## src/vchess_ctrl_pkg.sv

```systemverilog
package vchess_ctrl_pkg;

   // AXI4-Lite bus
   localparam int AXI_ADDR_WIDTH = 12;
   localparam int AXI_DATA_WIDTH = 32;
   localparam int ADDR_LSB = 2; // Byte to word address shift
   localparam int REG_ADDR_WIDTH = AXI_ADDR_WIDTH - ADDR_LSB;

   // Chess encoding
   localparam int RANK_WIDTH = 32; // 8 squares of 4 bits
   localparam int NUM_RANKS = 8;
   localparam int BOARD_WIDTH = RANK_WIDTH * NUM_RANKS;
   localparam int MOVE_INDEX_WIDTH = 8;
   localparam int EVAL_WIDTH = 24;
   localparam int HALF_MOVE_WIDTH = 10;
   localparam int CASTLE_WIDTH = 4;
   localparam int EP_COL_WIDTH = 4;

   // Move in coordinate form, promotion piece on top
   localparam int UCI_WIDTH = 16;
   localparam int UCI_COORD_WIDTH = 3;
   localparam int UCI_NUM_COORDS = 4;
   localparam int UCI_PROMO_WIDTH = 4;
   localparam int NIBBLE_WIDTH = 4;

   // Word addresses
   localparam logic [REG_ADDR_WIDTH-1:0] REG_CONTROL = 10'd0;
   localparam logic [REG_ADDR_WIDTH-1:0] REG_MOVE_INDEX = 10'd1;
   localparam logic [REG_ADDR_WIDTH-1:0] REG_POSITION = 10'd2;
   localparam logic [REG_ADDR_WIDTH-1:0] REG_HALF_MOVE = 10'd3;
   localparam logic [REG_ADDR_WIDTH-1:0] REG_CAPTURE_ONLY = 10'd4;
   localparam logic [REG_ADDR_WIDTH-1:0] REG_BOARD_BASE = 10'd8; // Rank n at base + n
   localparam logic [REG_ADDR_WIDTH-1:0] REG_EVAL = 10'd134;
   localparam logic [REG_ADDR_WIDTH-1:0] REG_MOVE_COUNT = 10'd135;
   localparam logic [REG_ADDR_WIDTH-1:0] REG_UCI = 10'd139;

   // Position word fields
   localparam int POS_EP_LSB = 0;
   localparam int POS_CASTLE_LSB = 4;
   localparam int POS_WHITE_BIT = 8;

   // Control word, written side
   localparam int CTRL_NEW_BOARD_BIT = 0;
   localparam int CTRL_CLEAR_MOVES_BIT = 1;
   localparam int CTRL_SOFT_RESET_BIT = 31;

   // Control word, status side
   localparam int STAT_MOVES_READY_BIT = 2;
   localparam int STAT_MOVE_READY_BIT = 3;
   localparam int STAT_STALEMATE_BIT = 4;
   localparam int STAT_MATE_BIT = 5;
   localparam int STAT_IDLE_BIT = 7;

   localparam logic [1:0] RESP_OKAY = 2'b00;

endpackage

```

## src/axi_write_capture.sv

```systemverilog
`timescale 1ns/1ps

module axi_write_capture
   import vchess_ctrl_pkg::*;
(
   input  logic                      clk,
   input  logic                      rst_n,
   input  logic [AXI_ADDR_WIDTH-1:0] awaddr,
   input  logic                      awvalid,
   output logic                      awready,
   input  logic [AXI_DATA_WIDTH-1:0] wdata,
   input  logic                      wvalid,
   output logic                      wready,
   output logic [1:0]                bresp,
   output logic                      bvalid,
   input  logic                      bready,
   output logic                      wr_valid,
   output logic [REG_ADDR_WIDTH-1:0] wr_addr,
   output logic [AXI_DATA_WIDTH-1:0] wr_data
);

   logic                      aw_full; // Address slot occupied
   logic                      w_full; // Data slot occupied
   logic                      resp_pending;
   logic [REG_ADDR_WIDTH-1:0] addr_q;
   logic [AXI_DATA_WIDTH-1:0] data_q;

   // No new beats while a slot is taken or B is outstanding
   assign awready = ~aw_full & ~resp_pending;
   assign wready = ~w_full & ~resp_pending;

   // Both slots full issues the register write
   assign wr_valid = aw_full & w_full;
   assign wr_addr = addr_q;
   assign wr_data = data_q;

   assign bvalid = resp_pending;
   assign bresp = RESP_OKAY; // Never an error

   always_ff @(posedge clk)
   begin
      if (!rst_n)
      begin
         aw_full <= 1'b0;
         w_full <= 1'b0;
         resp_pending <= 1'b0;
      end
      else if (wr_valid)
      begin
         aw_full <= 1'b0;
         w_full <= 1'b0;
         resp_pending <= 1'b1;
      end
      else
      begin
         if (awvalid && awready)
         begin
            aw_full <= 1'b1;
         end
         if (wvalid && wready)
         begin
            w_full <= 1'b1;
         end
         if (resp_pending && bready)
         begin
            resp_pending <= 1'b0;
         end
      end
   end

   always_ff @(posedge clk)
   begin
      if (awvalid && awready)
      begin
         addr_q <= awaddr[AXI_ADDR_WIDTH-1:ADDR_LSB]; // Word address
      end
      if (wvalid && wready)
      begin
         data_q <= wdata;
      end
   end

endmodule

```

## src/ctrl_reg_bank.sv

```systemverilog
`timescale 1ns/1ps

module ctrl_reg_bank
   import vchess_ctrl_pkg::*;
(
   input  logic                        clk,
   input  logic                        rst_n,
   input  logic                        wr_valid,
   input  logic [REG_ADDR_WIDTH-1:0]   wr_addr,
   input  logic [AXI_DATA_WIDTH-1:0]   wr_data,
   output logic                        new_board_valid,
   output logic                        clear_moves,
   output logic                        soft_reset,
   output logic [MOVE_INDEX_WIDTH-1:0] move_index,
   output logic                        white_to_move,
   output logic [CASTLE_WIDTH-1:0]     castle_mask,
   output logic [EP_COL_WIDTH-1:0]     en_passant_col,
   output logic [HALF_MOVE_WIDTH-1:0]  half_move,
   output logic                        capture_only,
   output logic [BOARD_WIDTH-1:0]      board
);

   // Control word and scalar fields
   always_ff @(posedge clk)
   begin
      if (!rst_n)
      begin
         new_board_valid <= 1'b0;
         clear_moves <= 1'b0;
         soft_reset <= 1'b0;
         move_index <= '0;
         white_to_move <= 1'b0;
         castle_mask <= '0;
         en_passant_col <= '0;
         half_move <= '0;
         capture_only <= 1'b0;
      end
      else if (wr_valid)
      begin
         case (wr_addr)
            REG_CONTROL:
            begin
               // Held as levels, the host clears them
               new_board_valid <= wr_data[CTRL_NEW_BOARD_BIT];
               clear_moves <= wr_data[CTRL_CLEAR_MOVES_BIT];
               soft_reset <= wr_data[CTRL_SOFT_RESET_BIT];
            end
            REG_MOVE_INDEX:
            begin
               move_index <= wr_data[MOVE_INDEX_WIDTH-1:0];
            end
            REG_POSITION:
            begin
               en_passant_col <= wr_data[POS_EP_LSB +: EP_COL_WIDTH];
               castle_mask <= wr_data[POS_CASTLE_LSB +: CASTLE_WIDTH];
               white_to_move <= wr_data[POS_WHITE_BIT]; // 1 is white
            end
            REG_HALF_MOVE:
            begin
               half_move <= wr_data[HALF_MOVE_WIDTH-1:0];
            end
            REG_CAPTURE_ONLY:
            begin
               capture_only <= wr_data[0];
            end
            default:
            begin
               // Board ranks and unmapped words leave these alone
            end
         endcase
      end
   end

   // Board, one rank per word from REG_BOARD_BASE
   always_ff @(posedge clk)
   begin
      if (!rst_n)
      begin
         board <= '0;
      end
      else if (wr_valid)
      begin
         for (int n = 0; n < NUM_RANKS; n++)
         begin
            if (wr_addr == REG_BOARD_BASE + REG_ADDR_WIDTH'(n))
            begin
               board[n*RANK_WIDTH +: RANK_WIDTH] <= wr_data[RANK_WIDTH-1:0];
            end
         end
      end
   end

endmodule

```

## src/axi_read_responder.sv

```systemverilog
`timescale 1ns/1ps

module axi_read_responder
   import vchess_ctrl_pkg::*;
(
   input  logic                        clk,
   input  logic                        rst_n,
   input  logic [AXI_ADDR_WIDTH-1:0]   araddr,
   input  logic                        arvalid,
   output logic                        arready,
   output logic [AXI_DATA_WIDTH-1:0]   rdata,
   output logic [1:0]                  rresp,
   output logic                        rvalid,
   input  logic                        rready,
   input  logic                        new_board_valid,
   input  logic                        clear_moves,
   input  logic                        soft_reset,
   input  logic [MOVE_INDEX_WIDTH-1:0] move_index,
   input  logic                        white_to_move,
   input  logic [CASTLE_WIDTH-1:0]     castle_mask,
   input  logic [EP_COL_WIDTH-1:0]     en_passant_col,
   input  logic [HALF_MOVE_WIDTH-1:0]  half_move,
   input  logic                        capture_only,
   input  logic [BOARD_WIDTH-1:0]      board,
   input  logic                        mg_idle,
   input  logic                        mg_moves_ready,
   input  logic                        mg_move_ready,
   input  logic                        mg_stalemate,
   input  logic                        mg_mate,
   input  logic [MOVE_INDEX_WIDTH-1:0] mg_move_count,
   input  logic [EVAL_WIDTH-1:0]       mg_eval,
   input  logic [UCI_WIDTH-1:0]        mg_uci
);

   logic [REG_ADDR_WIDTH-1:0] rd_addr;
   logic [AXI_DATA_WIDTH-1:0] rd_word;
   logic                      ar_fire;

   assign rd_addr = araddr[AXI_ADDR_WIDTH-1:ADDR_LSB];
   assign arready = ~rvalid | rready; // Slot frees as the beat leaves
   assign ar_fire = arvalid & arready;
   assign rresp = RESP_OKAY;

   always_comb
   begin
      rd_word = '0; // Unmapped words read 0
      case (rd_addr)
         REG_CONTROL:
         begin
            rd_word[CTRL_NEW_BOARD_BIT] = new_board_valid;
            rd_word[CTRL_CLEAR_MOVES_BIT] = clear_moves;
            rd_word[CTRL_SOFT_RESET_BIT] = soft_reset;
            rd_word[STAT_MOVES_READY_BIT] = mg_moves_ready;
            rd_word[STAT_MOVE_READY_BIT] = mg_move_ready;
            rd_word[STAT_STALEMATE_BIT] = mg_stalemate;
            rd_word[STAT_MATE_BIT] = mg_mate;
            rd_word[STAT_IDLE_BIT] = mg_idle;
         end
         REG_MOVE_INDEX: rd_word[MOVE_INDEX_WIDTH-1:0] = move_index;
         REG_POSITION:
         begin
            rd_word[POS_EP_LSB +: EP_COL_WIDTH] = en_passant_col;
            rd_word[POS_CASTLE_LSB +: CASTLE_WIDTH] = castle_mask;
            rd_word[POS_WHITE_BIT] = white_to_move;
         end
         REG_HALF_MOVE: rd_word[HALF_MOVE_WIDTH-1:0] = half_move;
         REG_CAPTURE_ONLY: rd_word[0] = capture_only;
         REG_EVAL: rd_word = {{(AXI_DATA_WIDTH-EVAL_WIDTH){mg_eval[EVAL_WIDTH-1]}}, mg_eval};
         REG_MOVE_COUNT: rd_word[MOVE_INDEX_WIDTH-1:0] = mg_move_count;
         REG_UCI:
         begin
            // One coordinate per nibble, promotion piece above
            for (int i = 0; i < UCI_NUM_COORDS; i++)
            begin
               rd_word[i*NIBBLE_WIDTH +: UCI_COORD_WIDTH] = mg_uci[i*UCI_COORD_WIDTH +: UCI_COORD_WIDTH];
            end
            rd_word[UCI_NUM_COORDS*NIBBLE_WIDTH +: UCI_PROMO_WIDTH] =
               mg_uci[UCI_NUM_COORDS*UCI_COORD_WIDTH +: UCI_PROMO_WIDTH];
         end
         default:
         begin
            for (int n = 0; n < NUM_RANKS; n++)
            begin
               if (rd_addr == REG_BOARD_BASE + REG_ADDR_WIDTH'(n))
               begin
                  rd_word[RANK_WIDTH-1:0] = board[n*RANK_WIDTH +: RANK_WIDTH];
               end
            end
         end
      endcase
   end

   always_ff @(posedge clk)
   begin
      if (!rst_n)
      begin
         rvalid <= 1'b0;
      end
      else if (ar_fire)
      begin
         rvalid <= 1'b1;
      end
      else if (rready)
      begin
         rvalid <= 1'b0;
      end
   end

   // Word sampled at the AR edge, held until taken
   always_ff @(posedge clk)
   begin
      if (ar_fire)
      begin
         rdata <= rd_word;
      end
   end

endmodule

```

## src/vchess_ctrl_top.sv

```systemverilog
`timescale 1ns/1ps

module vchess_ctrl_top
   import vchess_ctrl_pkg::*;
(
   input  logic                        clk,
   input  logic                        rst_n,
   input  logic [AXI_ADDR_WIDTH-1:0]   awaddr,
   input  logic [2:0]                  awprot, // Accepted, not used
   input  logic                        awvalid,
   output logic                        awready,
   input  logic [AXI_DATA_WIDTH-1:0]   wdata,
   input  logic [3:0]                  wstrb, // Whole word always written
   input  logic                        wvalid,
   output logic                        wready,
   output logic [1:0]                  bresp,
   output logic                        bvalid,
   input  logic                        bready,
   input  logic [AXI_ADDR_WIDTH-1:0]   araddr,
   input  logic [2:0]                  arprot, // Accepted, not used
   input  logic                        arvalid,
   output logic                        arready,
   output logic [AXI_DATA_WIDTH-1:0]   rdata,
   output logic [1:0]                  rresp,
   output logic                        rvalid,
   input  logic                        rready,
   output logic                        new_board_valid,
   output logic                        clear_moves,
   output logic                        soft_reset,
   output logic [MOVE_INDEX_WIDTH-1:0] move_index,
   output logic                        white_to_move,
   output logic [CASTLE_WIDTH-1:0]     castle_mask,
   output logic [EP_COL_WIDTH-1:0]     en_passant_col,
   output logic [HALF_MOVE_WIDTH-1:0]  half_move,
   output logic                        capture_only,
   output logic [BOARD_WIDTH-1:0]      board,
   input  logic                        mg_idle,
   input  logic                        mg_moves_ready,
   input  logic                        mg_move_ready,
   input  logic                        mg_stalemate,
   input  logic                        mg_mate,
   input  logic [MOVE_INDEX_WIDTH-1:0] mg_move_count,
   input  logic [EVAL_WIDTH-1:0]       mg_eval,
   input  logic [UCI_WIDTH-1:0]        mg_uci
);

   logic                      wr_valid;
   logic [REG_ADDR_WIDTH-1:0] wr_addr;
   logic [AXI_DATA_WIDTH-1:0] wr_data;

   axi_write_capture u_write_capture (
      .clk      (clk),
      .rst_n    (rst_n),
      .awaddr   (awaddr),
      .awvalid  (awvalid),
      .awready  (awready),
      .wdata    (wdata),
      .wvalid   (wvalid),
      .wready   (wready),
      .bresp    (bresp),
      .bvalid   (bvalid),
      .bready   (bready),
      .wr_valid (wr_valid),
      .wr_addr  (wr_addr),
      .wr_data  (wr_data)
   );

   ctrl_reg_bank u_reg_bank (
      .clk             (clk),
      .rst_n           (rst_n),
      .wr_valid        (wr_valid),
      .wr_addr         (wr_addr),
      .wr_data         (wr_data),
      .new_board_valid (new_board_valid),
      .clear_moves     (clear_moves),
      .soft_reset      (soft_reset),
      .move_index      (move_index),
      .white_to_move   (white_to_move),
      .castle_mask     (castle_mask),
      .en_passant_col  (en_passant_col),
      .half_move       (half_move),
      .capture_only    (capture_only),
      .board           (board)
   );

   axi_read_responder u_read_responder (
      .clk             (clk),
      .rst_n           (rst_n),
      .araddr          (araddr),
      .arvalid         (arvalid),
      .arready         (arready),
      .rdata           (rdata),
      .rresp           (rresp),
      .rvalid          (rvalid),
      .rready          (rready),
      .new_board_valid (new_board_valid),
      .clear_moves     (clear_moves),
      .soft_reset      (soft_reset),
      .move_index      (move_index),
      .white_to_move   (white_to_move),
      .castle_mask     (castle_mask),
      .en_passant_col  (en_passant_col),
      .half_move       (half_move),
      .capture_only    (capture_only),
      .board           (board),
      .mg_idle         (mg_idle),
      .mg_moves_ready  (mg_moves_ready),
      .mg_move_ready   (mg_move_ready),
      .mg_stalemate    (mg_stalemate),
      .mg_mate         (mg_mate),
      .mg_move_count   (mg_move_count),
      .mg_eval         (mg_eval),
      .mg_uci          (mg_uci)
   );

endmodule

```

## config.mk

```make
export PLATFORM = sky130hd
export DESIGN_NAME = vchess_ctrl_top
export DESIGN_NICKNAME = d
export VERILOG_FILES = /design/src/vchess_ctrl_pkg.sv /design/src/axi_write_capture.sv /design/src/ctrl_reg_bank.sv /design/src/axi_read_responder.sv /design/src/vchess_ctrl_top.sv
export SDC_FILE = /design/constraint.sdc
export NUM_CORES = 1
export LEC_CHECK = 0
export BUFFER_PORTS_ARGS = -buffer_cell sky130_fd_sc_hd__buf_2
export CAP_MARGIN = 20
export CORE_UTILIZATION = 44
export DETAILED_ROUTE_END_ITERATION = 7
export GPL_ROUTABILITY_DRIVEN = 0
export MAX_ROUTING_LAYER = met4
export PLACE_DENSITY_LB_ADDON = 0.3
export SLEW_MARGIN = 20
export SYNTH_ARGS = -nofsm -noshare
export SYNTH_HDL_FRONTEND = slang
export SYNTH_SLANG_ARGS = --single-unit
```

## constraint.sdc

```tcl
create_clock -name clk -period 2.1 [get_ports clk]
set_input_delay 0 -clock clk [delete_from_list [all_inputs] [get_ports clk]]
set_output_delay 0 -clock clk [all_outputs]
set_load 0.05 [all_outputs]
```

==> summary.md <==
| Metric | Value |
|---|---|
| Post-DR vias/cell | ~5.8 |
| Ys async rst share | 0% |
| Die width | about 200 um |
| Most frequent cells in the layout | nand2_1 (599), buf_2 (433), dfxtp_1 (291) |
| First-pass GRT wire length | ~100000 um |
| Initial antenna violation count | 6 |
| Vias | 17400 |
| Share of layout cells above drive strength 1 | roughly a quarter |
| Nets@finish | 2574 |
| Number of fill cells | 3239 |
| Hold Path End | u_read_responder.rdata[5] |
| CP Max Fanout | 14 |
| Cell Area, Synth | around 0.017 mm2 |
| Synth Area in Adders | 0% |
| Final Cycle Share | around 99% |
| Worst Tran Pin Value | approximately 0.7 ns |
| Post-synth top area share | 35.1% |
| DP Wirelength | just over 50000 um |
| Hold_sp | mg_uci[4] |
| Max Root-Sink Buffers | 3 |
| IO Port Bufs | 435 |
| FP Rows | 70 |
| Largest net degree at the start of global routing | 81 |
| Placed inst area | around 0.020 mm2 |
| Final WL | between 70000 and 80000 um |
| Peak VDD IR | roughly 0.61 mV |
| # clock sinks | between 300 and 400 |
| CP startpoint kind | primary input |
| Placed cells | 2822 |
| Final Instance Area | between 0.02 and 0.025 mm2 |
| Yosys reg bits | between 300 and 400 |
| Leak | ~8.7 nW |
| RSZ-0062 raised after global routing | yes |
| Drt pass-1 iters | 6 |
| Wire per inst | between 20 and 25 um |
| Synth Warn # | 0 |
| Hold_ws | ~0.035 ns |
| Gr usage total | a little under two fifths |
| Main combinational cell family by area after synthesis | compound AO/OA/AOI/OAI gates |
| Post-synthesis compound-gate area fraction | about a quarter |
| Worst-skew pair later-pin latency | about 0.54 ns |
| CTS tree | done |
| P per Cell Area | between 700 and 800 mW/mm2 |
| Register area share after synthesis | 48.5% |
| Worst r2r src | u_write_capture.wr_addr[6] |
| Fmax | between 400 and 500 MHz |
| Slew headroom | between 50% and 60% |
| Die height | between 150 and 200 um |
| R2R depth | 7 |
| Fin cells | 2988 |
| Endpoints failing setup | 0 |
| DRC Markers | 0 |
| CTS clk-pin slew, worst paths | 0.06 ns |
| Worst Path Class, Setup | in2reg |
| Remaining antenna violation count after routing | 0 |
| Cells after synthesis | about 2000 |
| Commonest non-fill, non-tap cell in the layout | nand2_1 |
| Worst EP arrival | 2.37 ns |
| Boundary Pins | 454 |
| Synth area leader | dfxtp_1 |
| Main synth FF type | dfxtp_1 |
| Pre-CTS WS | -0.188 ns |
| Simple-gate share of the synthesized area | a little over a fifth |
| CP startpoint | araddr[8] |
| Final hold vios | 0 |
| Max-slew violation count | 0 |
| MaxCap Viol Count | 0 |
| R2r setup slk | 0.03 ns |
| Post-synth EDFFs | 74 |
| Synth cell types | between 70 and 80 |
| CP endpoint kind | flip-flop |
| Top post-synthesis cells by area | dfxtp_1 (35%), nand2_1 (14%), edfxtp_1 (13%) |
| Post-layout util | ~60% |
| DRT iter0 DRCs | roughly 1700 |
| Vias in the first global route | approximately 17000 |
| Status | completed |
| Setup ws final | around 0.015 ns |
| Htree depth | 2 |
| Xor-xnor portion of the synthesized cell area | 0% |
| Area grow syn2layout | 33.3% |
| Worst min path class | in2reg |
| Worst R2R End | u_reg_bank.board[194] |
| Overflow left after global routing | 0 |
| Min cycle time layout | 2.09 ns |
| Total die area | ~0.038 mm2 |
| Worst hold path stage count | 5 |
| Post-synthesis mux area share | between 1.5 and 2% |
| Clk root buf | clkbuf_16 |
| Core area | about 0.037 mm2 |
| Req. time, crit path | between 2 and 2.5 ns |
| Worst Clk Skew | roughly 0.011 ns |
| Avg Inst Size Synth | around 8.5 um2 |
| CTS Buf Count | 40 |
| Initial core utilization | between 40% and 50% |
==> synth_stat cells, drive strengths merged, types with 28 or more instances <==
| cell | number |
|---|---|
| buf | 58 |
| dfxtp | 291 |
| nand3 | 29 |
| edfxtp | 74 |
| a21oi | 46 |
| nor2 | 72 |
| nand2 | 600 |
| o22ai | 28 |
| a21boi | 286 |
| o21ai | 80 |
| clkbuf | 134 |
==> routing by layer <==
layer / wire, um / part of all wire, % / vias up / global-route usage, %
met4: 4240 / 5.9 / 0 / 19.8
met2: 32600 / 45 / 1185 / 58.3
li1: - / - / 7762 / -
met5: 0 / 0 / - / -
met1: 27300 / 38 / 8199 / 45.5
met3: 7860 / 11 / 265 / 8.46
==> flip-flops by register name, summed over array words and instances (netlist names), 4 cells and up <==
| signal | count |
|---|---|
| u_reg_bank.castle_mask | 4 |
| u_reg_bank.move_index | 8 |
| u_write_capture.wr_data | 32 |
| u_read_responder.rdata | 32 |
| u_reg_bank.half_move | 10 |
| u_reg_bank.board | 256 |
| u_write_capture.wr_addr | 10 |
| u_reg_bank.en_passant_col | 4 |
==> worst max path at each step <==
stage                                             to  slack [ns]  depth (start not counted)
final                      u_read_responder.rdata[6]        0.01                          8
after global routing           u_reg_bank.board[243]       -0.03                          7
after CTS                       u_reg_bank.board[55]       0.006                          7
after detailed placement   u_read_responder.rdata[4]       -0.19                          7
after global placement    u_read_responder.rdata[15]       -0.19                          7
after floorplan           u_write_capture.wr_addr[0]        0.07                          2
==> power breakdown <==
group          internal [W]  leakage, nW  switching [W]
registers           0.00726         3.07       0.000195
logic              0.000437         5.04       0.000677
clock network       0.00409        0.630        0.00289
==> repair_timing <==
item                                    CTS  global route
hold buffers                             82             2
pin swaps                                 0             5
endpoints found under the setup margin   99           121
buffers inserted                          0             4
hold endpoints to repair                130             2
resized for setup                         1            24
cloned                                    0             1
==> area by class of cell <==
class,count,area [um2],share of cell area [%]
tap,504,631,2.85
timing repair buffer,637,4290,19.4
clock buffer,55,1120,5.06
antenna,6,15.0,0.0679
inverter,5,18.8,0.0849
multi-input combinational,1399,7830,35.4
sequential,365,8050,36.4
clock inverter,17,161,0.730
==> critical path, cell delays in order <==
cell           delay [ns]
buf_2                0.12
or4_4                0.60
nor3_4               0.22
buf_4                0.26
a221oi_1             0.12
a31oi_1              0.31
o221ai_1             0.15
dlygate4sd3_1        0.57
==> metrics by stage <==
stage	TNS [ns]	power [W]
6_report	0	0.0155
5_1_grt	-0.198	0.0160
4_1_cts	0	0.0156
3_5_place_dp	-3.25	0.00857
3_3_place_gp	-1.36	0.00856
2_1_floorplan	0	0.00810
==> cell families (layout without fill, tap and decap cells) <==
group / Yosys count / after routing
AND/OR/NAND/NOR: 811 / 811
flip-flops: 365 / 365
buffers and inverters: 197 / 714
multiplexers: 20 / 20
other: 1 / 10
AO/OA/AOI/OAI: 564 / 564
(Power assumes the default switching activity.)
